**config.mk**
```make
export PLATFORM = sky130hd
export DESIGN_NAME = ps2_host
export DESIGN_NICKNAME = d
export VERILOG_FILES = /design/src/rtl/ps2_pkg.sv /design/src/rtl/ps2_line_filter.sv /design/src/rtl/ps2_timer.sv /design/src/rtl/ps2_rx_frame.sv /design/src/rtl/ps2_tx_sequencer.sv /design/src/rtl/ps2_tx_shifter.sv /design/src/rtl/ps2_regs.sv /design/src/rtl/ps2_host.sv
export VERILOG_INCLUDE_DIRS = /design/src /design/src/rtl
export SDC_FILE = /design/constraint.sdc
export NUM_CORES = 1
export LEC_CHECK = 0
export BUFFER_PORTS_ARGS = -buffer_cell sky130_fd_sc_hd__buf_2
export CORE_ASPECT_RATIO = 2
export CORE_MARGIN = 2
export CORE_UTILIZATION = 50
export CTS_CLUSTER_SIZE = 20
export DETAILED_ROUTE_END_ITERATION = 8
export GPL_TIMING_DRIVEN = 1
export PLACE_DENSITY = 0.79
export SYNTH_ARGS = -nofsm -noshare
export SYNTH_HDL_FRONTEND = slang
export SYNTH_SLANG_ARGS = --single-unit
export TNS_END_PERCENT = 10
```
**constraint.sdc**
```tcl
create_clock -name clk_i -period 5.1 [get_ports clk_i]
set_clock_uncertainty 0.15 [all_clocks]
set_input_delay 1.02 -clock clk_i [delete_from_list [all_inputs] [get_ports clk_i]]
set_output_delay 1.02 -clock clk_i [all_outputs]
set_load 0.03 [all_outputs]
```
**src/rtl/ps2_defs.svh**
```systemverilog
`ifndef PS2_DEFS_SVH
`define PS2_DEFS_SVH

// ==================================================
// timing constants
// ==================================================

// system clock rate in hz
`define PS2_CLK_FREQ 125000000

// one-shot limits in system clock cycles
`define PS2_CNT_5US (`PS2_CLK_FREQ / 200000)
`define PS2_CNT_100US (`PS2_CLK_FREQ / 10000)

// ==================================================
// line filter geometry
// ==================================================

// device clock delay line length and the stage used for edges
`define PS2_CLK_DEPTH 16
`define PS2_CLK_TAP 10

// data samples taken into the majority vote
`define PS2_MAJ_DEPTH 7

`endif

```
**src/rtl/ps2_pkg.sv**
```systemverilog
package ps2_pkg;

	// register select, one address bit
	typedef enum logic {
		REG_DATA   = 1'b0,
		REG_STATUS = 1'b1
	} ps2_reg_addr_e;

	// register request as seen on the bus side
	typedef struct packed {
		logic          cs;
		logic          we;
		ps2_reg_addr_e adr;
		logic [7:0]    dat;
	} ps2_bus_req_t;

	// filtered view of the device lines
	typedef struct packed {
		logic clk;
		logic clk_fall;
		logic clk_rise;
		logic dat;
	} ps2_line_t;

	// receive side summary
	typedef struct packed {
		logic       full;
		logic       perr;
		logic [7:0] data;
	} ps2_rx_stat_t;

	// status register layout, msb first
	typedef struct packed {
		logic       rx_full;
		logic       tc;
		logic       ack;
		logic [3:0] rsvd;
		logic       perr;
	} ps2_status_t;

	// one read word, either the byte or the status bits
	typedef union packed {
		logic [7:0]  data;
		ps2_status_t status;
	} ps2_reg_word_u;

endpackage

```
**src/rtl/ps2_line_filter.sv**
```systemverilog
`timescale 1ns/10ps

`include "ps2_defs.svh"

module ps2_line_filter (
	input  logic               clk_i,
	input  logic               rst_i,
	input  logic               kclk_i,
	input  logic               kdat_i,
	output ps2_pkg::ps2_line_t line_o
);

	// raw delay lines, newest sample in bit 0
	logic [`PS2_CLK_DEPTH-1:0] kclk_q;
	logic [`PS2_MAJ_DEPTH-1:0] kdat_q;
	// previous value of the tapped clock stage
	logic                      clk_tap_d;
	// number of high data samples
	logic [2:0]                ones;

	// ==================================================
	// delay lines
	// ==================================================

	// lines idle high, so preset to ones to avoid a false edge
	always_ff @(posedge clk_i) begin
		if (rst_i) begin
			kclk_q    <= '1;
			kdat_q    <= '1;
			clk_tap_d <= 1'b1;
		end else begin
			kclk_q    <= {kclk_q[`PS2_CLK_DEPTH-2:0], kclk_i};
			kdat_q    <= {kdat_q[`PS2_MAJ_DEPTH-2:0], kdat_i};
			clk_tap_d <= kclk_q[`PS2_CLK_TAP];
		end
	end

	// ==================================================
	// majority vote and edge detect
	// ==================================================

	// count the ones in the data window
	always_comb begin
		ones = '0;
		for (int i = 0; i < `PS2_MAJ_DEPTH; i++) begin
			ones = ones + 3'(kdat_q[i]);
		end
	end

	// more than half high gives a high data level
	assign line_o.dat      = (ones > 3'(`PS2_MAJ_DEPTH / 2));
	assign line_o.clk      = kclk_q[`PS2_CLK_TAP];
	// edges on the tapped stage only
	assign line_o.clk_fall = clk_tap_d & ~kclk_q[`PS2_CLK_TAP];
	assign line_o.clk_rise = ~clk_tap_d & kclk_q[`PS2_CLK_TAP];

endmodule

```
**src/rtl/ps2_timer.sv**
```systemverilog
`timescale 1ns/10ps

`include "ps2_defs.svh"

module ps2_timer (
	input  logic clk_i,
	input  logic rst_i,
	input  logic rx_restart_i,
	input  logic tx_restart_i,
	output logic done_5us_o,
	output logic done_100us_o
);

	// cycles since the last restart
	logic [13:0] cnt;

	// shared one-shot
	// either side may restart it, they never run at the same time
	always_ff @(posedge clk_i) begin
		if (rst_i) begin
			cnt <= '0;
		end else if (rx_restart_i || tx_restart_i) begin
			cnt <= '0;
		end else if (cnt != 14'(`PS2_CNT_100US + 1)) begin
			// stop one past the long limit so its flag is a single cycle
			cnt <= cnt + 14'd1;
		end
	end

	// each flag is true on one cycle only
	assign done_5us_o   = (cnt == 14'(`PS2_CNT_5US));
	assign done_100us_o = (cnt == 14'(`PS2_CNT_100US));

endmodule

```
**src/rtl/ps2_rx_frame.sv**
```systemverilog
`timescale 1ns/10ps

module ps2_rx_frame (
	input  logic                  clk_i,
	input  logic                  rst_i,
	input  ps2_pkg::ps2_line_t    line_i,
	input  logic                  done_5us_i,
	input  logic                  inhibit_i,
	input  logic                  clear_i,
	output logic                  restart_o,
	output ps2_pkg::ps2_rx_stat_t stat_o
);

	typedef enum logic [1:0] {
		RX_WAIT_FALL = 2'd0,
		RX_CHECK_LOW = 2'd1,
		RX_CAPTURE   = 2'd2
	} rx_state_e;

	rx_state_e   state;
	// frame shift register, start bit ends up in bit 0
	logic [10:0] shreg;

	// ==================================================
	// receive fsm
	// ==================================================

	always_ff @(posedge clk_i) begin
		if (rst_i) begin
			state <= RX_WAIT_FALL;
			shreg <= '1;
		end else begin
			// status write of 00 empties the register
			if (clear_i) begin
				shreg <= '1;
			end
			case (state)
				// falling clock starts the debounce
				RX_WAIT_FALL: begin
					if (line_i.clk_fall && !inhibit_i) begin
						state <= RX_CHECK_LOW;
					end
				end
				// clock must still be low after 5 us
				RX_CHECK_LOW: begin
					if (inhibit_i) begin
						state <= RX_WAIT_FALL;
					end else if (done_5us_i) begin
						// high again means a glitch, drop it
						state <= line_i.clk ? RX_WAIT_FALL : RX_CAPTURE;
					end
				end
				// lsb first, so shift in from the top
				RX_CAPTURE: begin
					shreg <= {line_i.dat, shreg[10:1]};
					state <= RX_WAIT_FALL;
				end
				default: begin
					state <= RX_WAIT_FALL;
				end
			endcase
		end
	end

	// debounce count starts at the edge, stops when the host takes over
	assign restart_o = (state == RX_WAIT_FALL && line_i.clk_fall && !inhibit_i) ||
		(state == RX_CHECK_LOW && inhibit_i);

	// zero start bit in bit 0 marks a whole frame
	assign stat_o.full = ~shreg[0];
	// data plus parity should hold an odd number of ones
	assign stat_o.perr = ~^shreg[9:1];
	assign stat_o.data = shreg[8:1];

endmodule

```
**src/rtl/ps2_tx_sequencer.sv**
```systemverilog
`timescale 1ns/10ps

module ps2_tx_sequencer (
	input  logic               clk_i,
	input  logic               rst_i,
	input  ps2_pkg::ps2_line_t line_i,
	input  logic               done_5us_i,
	input  logic               done_100us_i,
	input  logic               load_i,
	input  logic               abort_i,
	input  logic               shift_done_i,
	input  logic               rx_full_i,
	output logic               restart_o,
	output logic               shift_o,
	output logic               oe_o,
	output logic               kclk_en_o,
	output logic               tc_o,
	output logic               ack_o,
	output logic               busy_o
);

	// one-hot step register, all zero when idle
	logic [16:0] step;
	// current step has met its condition
	logic        advance;
	// host pulls the clock low
	logic        clk_low;

	// ==================================================
	// step advance conditions
	// ==================================================

	always_comb begin
		case (1'b1)
			step[0]:  advance = 1'b1;
			// clock held low for 100 us
			step[1]:  advance = done_100us_i;
			step[2]:  advance = 1'b1;
			step[3]:  advance = done_5us_i;
			step[4]:  advance = 1'b1;
			// device takes over the clock
			step[5]:  advance = line_i.clk_fall;
			step[6]:  advance = done_5us_i;
			// data bits leave on rising edges
			step[7]:  advance = line_i.clk_rise;
			step[8]:  advance = done_5us_i;
			step[9]:  advance = line_i.clk_rise;
			step[10]: advance = done_5us_i;
			// device pulls data low for the acknowledge
			step[11]: advance = line_i.clk_fall;
			step[12]: advance = done_5us_i;
			step[13]: advance = 1'b1;
			step[14]: advance = line_i.clk_rise;
			step[15]: advance = done_5us_i;
			default:  advance = 1'b0;
		endcase
	end

	// ==================================================
	// step register and line controls
	// ==================================================

	always_ff @(posedge clk_i) begin
		if (rst_i) begin
			step    <= '0;
			clk_low <= 1'b0;
			oe_o    <= 1'b0;
			tc_o    <= 1'b1;
			ack_o   <= 1'b0;
		end else if (abort_i) begin
			// status write of FF drops everything
			step    <= '0;
			clk_low <= 1'b0;
			oe_o    <= 1'b0;
			tc_o    <= 1'b1;
		end else if (load_i) begin
			step  <= 17'd1;
			oe_o  <= 1'b0;
			tc_o  <= 1'b0;
			ack_o <= 1'b0;
		end else begin
			if (step[0]) begin
				clk_low <= 1'b1;
			end
			// start bit goes out while the clock is still low
			if (step[2]) begin
				oe_o <= 1'b1;
			end
			if (step[4]) begin
				clk_low <= 1'b0;
			end
			if (step[9]) begin
				oe_o <= 1'b0;
			end
			// low data here is the acknowledge
			if (step[13]) begin
				ack_o <= ~line_i.dat;
			end
			if (step[16]) begin
				step <= '0;
				tc_o <= 1'b1;
			end else if (advance) begin
				step[6:0]   <= {step[5:0], 1'b0};
				// loop over 7 and 8 until the shifter runs out
				step[7]     <= step[6] | (step[8] & ~shift_done_i);
				step[8]     <= step[7];
				step[9]     <= step[8] & shift_done_i;
				step[16:10] <= step[15:9];
			end
		end
	end

	// timer restarts ahead of every timed or edge-waiting step
	assign restart_o = step[0] | step[2] | step[5] | step[7] | step[9] |
		step[11] | step[14];
	// one shift to line up the start bit, then one per rising edge
	assign shift_o   = step[4] | (step[7] & line_i.clk_rise);
	// an unread byte also holds the clock low
	assign kclk_en_o = clk_low | rx_full_i;
	assign busy_o    = |step;

	assert property (@(posedge clk_i) disable iff (rst_i) $onehot0(step))
		else $error("ps2_tx_sequencer: step register not one-hot");

endmodule

```
**src/rtl/ps2_tx_shifter.sv**
```systemverilog
`timescale 1ns/10ps

module ps2_tx_shifter (
	input  logic       clk_i,
	input  logic       rst_i,
	input  logic       load_i,
	input  logic [7:0] byte_i,
	input  logic       shift_i,
	input  logic       oe_i,
	output logic       kdat_en_o,
	output logic       done_o
);

	// {parity, data, start, pad}, bit 0 is on the line
	logic [10:0] sreg;
	// bits still to go
	logic [3:0]  cnt;

	// odd parity over the byte, ones shifted in become the stop bit
	always_ff @(posedge clk_i) begin
		if (load_i) begin
			sreg <= {~^byte_i, byte_i, 2'b00};
		end else if (shift_i) begin
			sreg <= {1'b1, sreg[10:1]};
		end
	end

	// bit counter
	always_ff @(posedge clk_i) begin
		if (rst_i) begin
			cnt <= '0;
		end else if (load_i) begin
			cnt <= 4'd11;
		end else if (shift_i) begin
			cnt <= cnt - 4'd1;
		end
	end

	// pull data low only for a zero bit
	assign kdat_en_o = oe_i & ~sreg[0];
	assign done_o    = (cnt == 4'd0);

	// sequencer must stop shifting once the count runs out
	assert property (@(posedge clk_i) disable iff (rst_i) shift_i |-> (cnt != 4'd0))
		else $error("ps2_tx_shifter: shift with empty counter");

endmodule

```
**src/rtl/ps2_regs.sv**
```systemverilog
`timescale 1ns/10ps

module ps2_regs (
	input  logic                  clk_i,
	input  logic                  rst_i,
	input  ps2_pkg::ps2_bus_req_t req_i,
	input  ps2_pkg::ps2_rx_stat_t rx_i,
	input  logic                  tc_i,
	input  logic                  ack_i,
	output logic [7:0]            dat_o,
	output logic                  ack_o,
	output logic                  load_tx_o,
	output logic [7:0]            byte_o,
	output logic                  clear_rx_o,
	output logic                  abort_tx_o
);
	import ps2_pkg::*;

	logic          cs_q;
	ps2_reg_addr_e adr_q;
	logic          wr_status;
	ps2_reg_word_u rd_word;

	// ==================================================
	// write decode
	// ==================================================

	// commands act on the edge that registers the request
	assign load_tx_o  = req_i.cs & req_i.we & (req_i.adr == REG_DATA);
	assign byte_o     = req_i.dat;
	assign wr_status  = req_i.cs & req_i.we & (req_i.adr == REG_STATUS);
	assign clear_rx_o = wr_status & (req_i.dat == 8'h00);
	assign abort_tx_o = wr_status & (req_i.dat == 8'hFF);

	// ==================================================
	// read path
	// ==================================================

	always_comb begin
		rd_word = '0;
		if (adr_q == REG_DATA) begin
			rd_word.data = rx_i.data;
		end else begin
			rd_word.status.rx_full = rx_i.full;
			rd_word.status.tc      = tc_i;
			rd_word.status.ack     = ack_i;
			rd_word.status.perr    = rx_i.perr;
		end
	end

	// request stage then response stage, two edges in all
	always_ff @(posedge clk_i) begin
		if (rst_i) begin
			cs_q  <= 1'b0;
			ack_o <= 1'b0;
		end else begin
			cs_q  <= req_i.cs;
			ack_o <= cs_q;
		end
	end

	// idle bus reads as zero
	always_ff @(posedge clk_i) begin
		adr_q <= req_i.adr;
		dat_o <= cs_q ? rd_word.data : 8'h00;
	end

endmodule

```
**src/rtl/ps2_host.sv**
```systemverilog
`timescale 1ns/10ps

module ps2_host (
	input  logic                  clk_i,
	input  logic                  rst_i,
	input  ps2_pkg::ps2_bus_req_t req_i,
	output logic [7:0]            dat_o,
	output logic                  ack_o,
	output logic                  irq_o,
	input  logic                  kclk_i,
	input  logic                  kdat_i,
	output logic                  kclk_en_o,
	output logic                  kdat_en_o
);
	import ps2_pkg::*;

	ps2_line_t    line;
	ps2_rx_stat_t rx_stat;
	logic         done_5us;
	logic         done_100us;
	logic         rx_restart;
	logic         tx_restart;
	// register commands
	logic         load_tx;
	logic [7:0]   tx_byte;
	logic         clear_rx;
	logic         abort_tx;
	// transmitter handshakes
	logic         tx_shift;
	logic         tx_oe;
	logic         shift_done;
	logic         tc;
	logic         tx_ack;
	logic         tx_busy;

	// ==================================================
	// device side
	// ==================================================

	ps2_line_filter i_line_filter (
		.clk_i (clk_i), .rst_i (rst_i), .kclk_i (kclk_i), .kdat_i (kdat_i), .line_o (line)
	);

	ps2_timer i_timer (
		.clk_i        (clk_i),
		.rst_i        (rst_i),
		.rx_restart_i (rx_restart),
		.tx_restart_i (tx_restart),
		.done_5us_o   (done_5us),
		.done_100us_o (done_100us)
	);

	// receiver stays idle while the host owns the lines
	ps2_rx_frame i_rx_frame (
		.clk_i (clk_i), .rst_i (rst_i), .line_i (line), .done_5us_i (done_5us),
		.inhibit_i (tx_busy), .clear_i (clear_rx), .restart_o (rx_restart), .stat_o (rx_stat)
	);

	ps2_tx_sequencer i_tx_sequencer (
		.clk_i (clk_i), .rst_i (rst_i), .line_i (line), .done_5us_i (done_5us),
		.done_100us_i (done_100us), .load_i (load_tx), .abort_i (abort_tx),
		.shift_done_i (shift_done), .rx_full_i (rx_stat.full), .restart_o (tx_restart),
		.shift_o (tx_shift), .oe_o (tx_oe), .kclk_en_o (kclk_en_o), .tc_o (tc),
		.ack_o (tx_ack), .busy_o (tx_busy)
	);

	ps2_tx_shifter i_tx_shifter (
		.clk_i (clk_i), .rst_i (rst_i), .load_i (load_tx), .byte_i (tx_byte),
		.shift_i (tx_shift), .oe_i (tx_oe), .kdat_en_o (kdat_en_o), .done_o (shift_done)
	);

	// ==================================================
	// register side
	// ==================================================

	ps2_regs i_regs (
		.clk_i (clk_i), .rst_i (rst_i), .req_i (req_i), .rx_i (rx_stat), .tc_i (tc),
		.ack_i (tx_ack), .dat_o (dat_o), .ack_o (ack_o), .load_tx_o (load_tx),
		.byte_o (tx_byte), .clear_rx_o (clear_rx), .abort_tx_o (abort_tx)
	);

	// interrupt while a byte waits to be read
	assign irq_o = rx_stat.full;

endmodule

```
==> out/metrics.cfg <==
[run_status]
status = finished, final reports clean

[flow_run]
drv_cap = 0

[die]
initial_core_util_pct = 51.49
row_count = 45
io_pins = 27
fp.dieW_um = 66.56
die_h_um = 129.1
fp.coreArea_um2 = 7601
die_area_um2 = 8594

[synthesis]
synth_cells = 413
ys_seq_area_share_pct = 49.87
synthTopCellsByCount = dfxtp_1, nand2_1, nor2_1, inv_1, nand3_1
yosysMostFrequentCell = dfxtp_1
synth_cell_types = 43
ys_top_cells_by_area = dfxtp_1, edfxtp_1, ha_1, mux2i_1, nand2_1
synth-seq-cells = 93
synth.avg_cell_area_um2 = 9.476
yosysWarningCount = 0
synth_area_leader_cell = dfxtp_1
synth_nets = 445
synth_edf_count = 9
netlist_area_um2 = 3914
ys.flop_type = dfxtp_1
async_reset_ff_share_pct = 0
synth_top_area_share_pct = 42.97

[setup_path]
slowest_stage = a211oi_4
r2r-end = i_tx_sequencer.step[9]$_SDFFE_PP0P_
critPathMaxFanout = 15
critPathCaptureType = register
cp.required_ns = 5.21
rrSetupSlack_ns = 2.29
critical_path_cell_count = 6
crit_chain = or4_1 > a211o_1 > a221oi_2 > a2111oi_1 > a211oi_4 > mux2i_1
start_kind = register
crit_arrival_ns = 2.92
cp_slowest_stage_delay_ns = 0.78
criticalPathCategory = reg2reg
r2r_start = i_tx_sequencer.step[10]$_SDFFE_PP0P_
critPathTopFamily = compound AO/OA/AOI/OAI gates
path_buf_inv = 0
r2r_cells = 6

[finish]
design_area_um2 = 4425
antenna_cells = 0
fillCellCount = 646
layout-drive-gt1-share_pct = 14.67
synthToLayoutAreaGrowth_pct = 13.08
fin_cells = 537
multiInputGateArea_um2 = 1803
ff_latch_area_um2 = 1952
fin_nets = 470

[placement]
port_buffers = 26
dp_hpwl_um = 5361
gp_congestion = 0.8931
placed_cell_area_um2 = 4119
dp.cells = 521

[clock_tree]
insertion_delay_ns = 0.34
cts_sinks = 93
cts_buffer_depth = 2
postCtsHoldBufs = 0
cts.htree.levels = 3
path_clk_slew_ns = 0.07
cts_made_buffers = 9
root_buffer = clkbuf_16
cts_setup_buffers = 0
cts_resized = 0
cts_tree = yes

[power_and_ir_drop]
cellLeakagePower_nw = 1.835
power_density_nw_per_um2 = 343.5
ir_drop_uv = 231.2
total_power_mw = 1.520

[worst_hold_path]
holdPathStages = 1
holdCritStartpoint = i_line_filter.kclk_q[2]$_SDFF_PP1_
worst_hold_path_type = reg2reg
whs_endpoint = i_line_filter.kclk_q[3]$_SDFF_PP1_

[global_route]
grt_pass1_wl_um = 12870
grt_pass1_vias = 2846
grt_max_degree = 30
grt_usage_pct = 19.56
overflow = 0
antenna_found_initial = 0

[sta]
period_share_pct = 55.10
finalSetupTns_ns = 0
period_needed_ns = 2.810
worstMarginPinSlew_ns = 1.067
hold_viol_final = 0
max_freq_mhz = 355.9
relSlewSlack_pct = 28.54
rsz0062_at_grt = false
setup_viol = 0
drv_slew = 0

[routing]
drc_errors = 0
drt_iter0_drc = 144
via_count = 2906
finalWirelength_um = 7613
viasPerCell = 5.412
antenna_left = 0
wl_per_cell_um = 14.18
drtPass1Iterations = 4

[routing by layer]
layer	vias to the layer above	global-route usage (%)	part of all wire, %
met5	-	0	0
met3	17	4.080	2.7
met1	1394	19.05	38
met2	49	37.88	56
li1	1446	-	-
met4	0	8.403	2.7
[sequential cells by signal (all words and copies together) (netlist names), 2 cells and up]
name / flops
i_regs.dat_o: 8
i_timer.cnt: 14
i_tx_shifter.cnt: 4
i_rx_frame.shreg: 11
i_rx_frame.state: 2
i_tx_sequencer.step: 17
i_line_filter.kclk_q: 11
i_tx_shifter.sreg: 11
i_line_filter.kdat_q: 7
[cell usage in the layout, fill, tap and decap left out, types with 2 or more instances in the layout]
cell type | netlist | routed
mux2i_1 | 18 | 18
clkbuf_16 | 0 | 9
xor2_1 | 8 | 8
nor4_1 | 5 | 4
or4_1 | 3 | 3
and2_1 | 5 | 5
nor4_2 | 1 | 2
fa_1 | 2 | 2
inv_6 | 0 | 2
nand3_1 | 20 | 20
o21ai_1 | 10 | 10
nand4_1 | 7 | 7
inv_1 | 26 | 26
o21ai_0 | 6 | 6
a31oi_1 | 2 | 2
or2_2 | 16 | 16
nor2b_1 | 11 | 11
nand2b_1 | 4 | 4
nand3b_1 | 2 | 2
nand2_1 | 48 | 48
xnor2_1 | 19 | 19
ha_1 | 15 | 15
nor4b_1 | 3 | 3
o22ai_1 | 11 | 11
nor2_1 | 33 | 33
nor3_1 | 3 | 3
edfxtp_1 | 9 | 9
a21oi_1 | 13 | 13
buf_2 | 0 | 26
dfxtp_1 | 84 | 84
and3_1 | 2 | 2
buf_4 | 0 | 2
clkinvlp_4 | 0 | 2
[area by class of cell]
| type | count | share of cell area, % |
|---|---|---|
| well taps | 94 | 2.658 |
| flip-flops and latches | 93 | 44.11 |
| multi-input cells | 279 | 40.74 |
| clock buffers | 10 | 5.400 |
| inverters | 27 | 2.290 |
| repair buffers | 28 | 3.280 |
| clock inverters | 6 | 1.527 |
[where the power goes]
group	internal (mW)	leakage, nW	total [mW]	switching [mW]
Sequential	0.751	0.763	0.759	0.00879
Clock	0.395	0.145	0.674	0.279
Combinational	0.0352	0.926	0.0865	0.0513
[stage by stage]
| stage | utilization [%] | worst slack, ns | hold slack [ns] |
|---|---|---|---|
| after detailed placement | 54.19 | 2.282 | 0.2445 |
| after global placement | 54.19 | 2.338 | 0.2488 |
| final | 58.22 | 2.290 | 0.2586 |
| after CTS | 58.22 | 2.260 | 0.2627 |
| after global routing | 58.22 | 2.061 | 0.2708 |
| after floorplan | - | 2.301 | 0.2395 |
[cell families after synthesis]
family,count (synthesis),share of synthesized area (%)
muxes,18,4.604
xor gates and xnor gates,27,6.042
and+or+nand+nor,165,20.97
buffers and inverters,41,4.220
AOI/OAI and AO/OA,52,8.472
adders and majority gates,17,5.818
DFF,93,49.87
[worst max-delay path by stage]
stage                                               startpoint                                   to  slack [ns]
final                     i_tx_sequencer.step[10]$_SDFFE_PP0P_  i_tx_sequencer.step[9]$_SDFFE_PP0P_        2.29
after global routing       i_tx_sequencer.step[5]$_SDFFE_PP0P_          i_timer.cnt[0]$_SDFFE_PP0P_        2.06
after CTS                  i_tx_sequencer.step[5]$_SDFFE_PP0P_          i_timer.cnt[8]$_SDFFE_PP0P_        2.26
after detailed placement                                 rst_i          i_timer.cnt[8]$_SDFFE_PP0P_        2.28
after global placement                                   rst_i         i_timer.cnt[10]$_SDFFE_PP0P_        2.34
after floorplan                                       req_i[4]  i_tx_sequencer.step[7]$_SDFFE_PP0P_        2.30
Note: power is estimated with default switching activity, not from simulation.
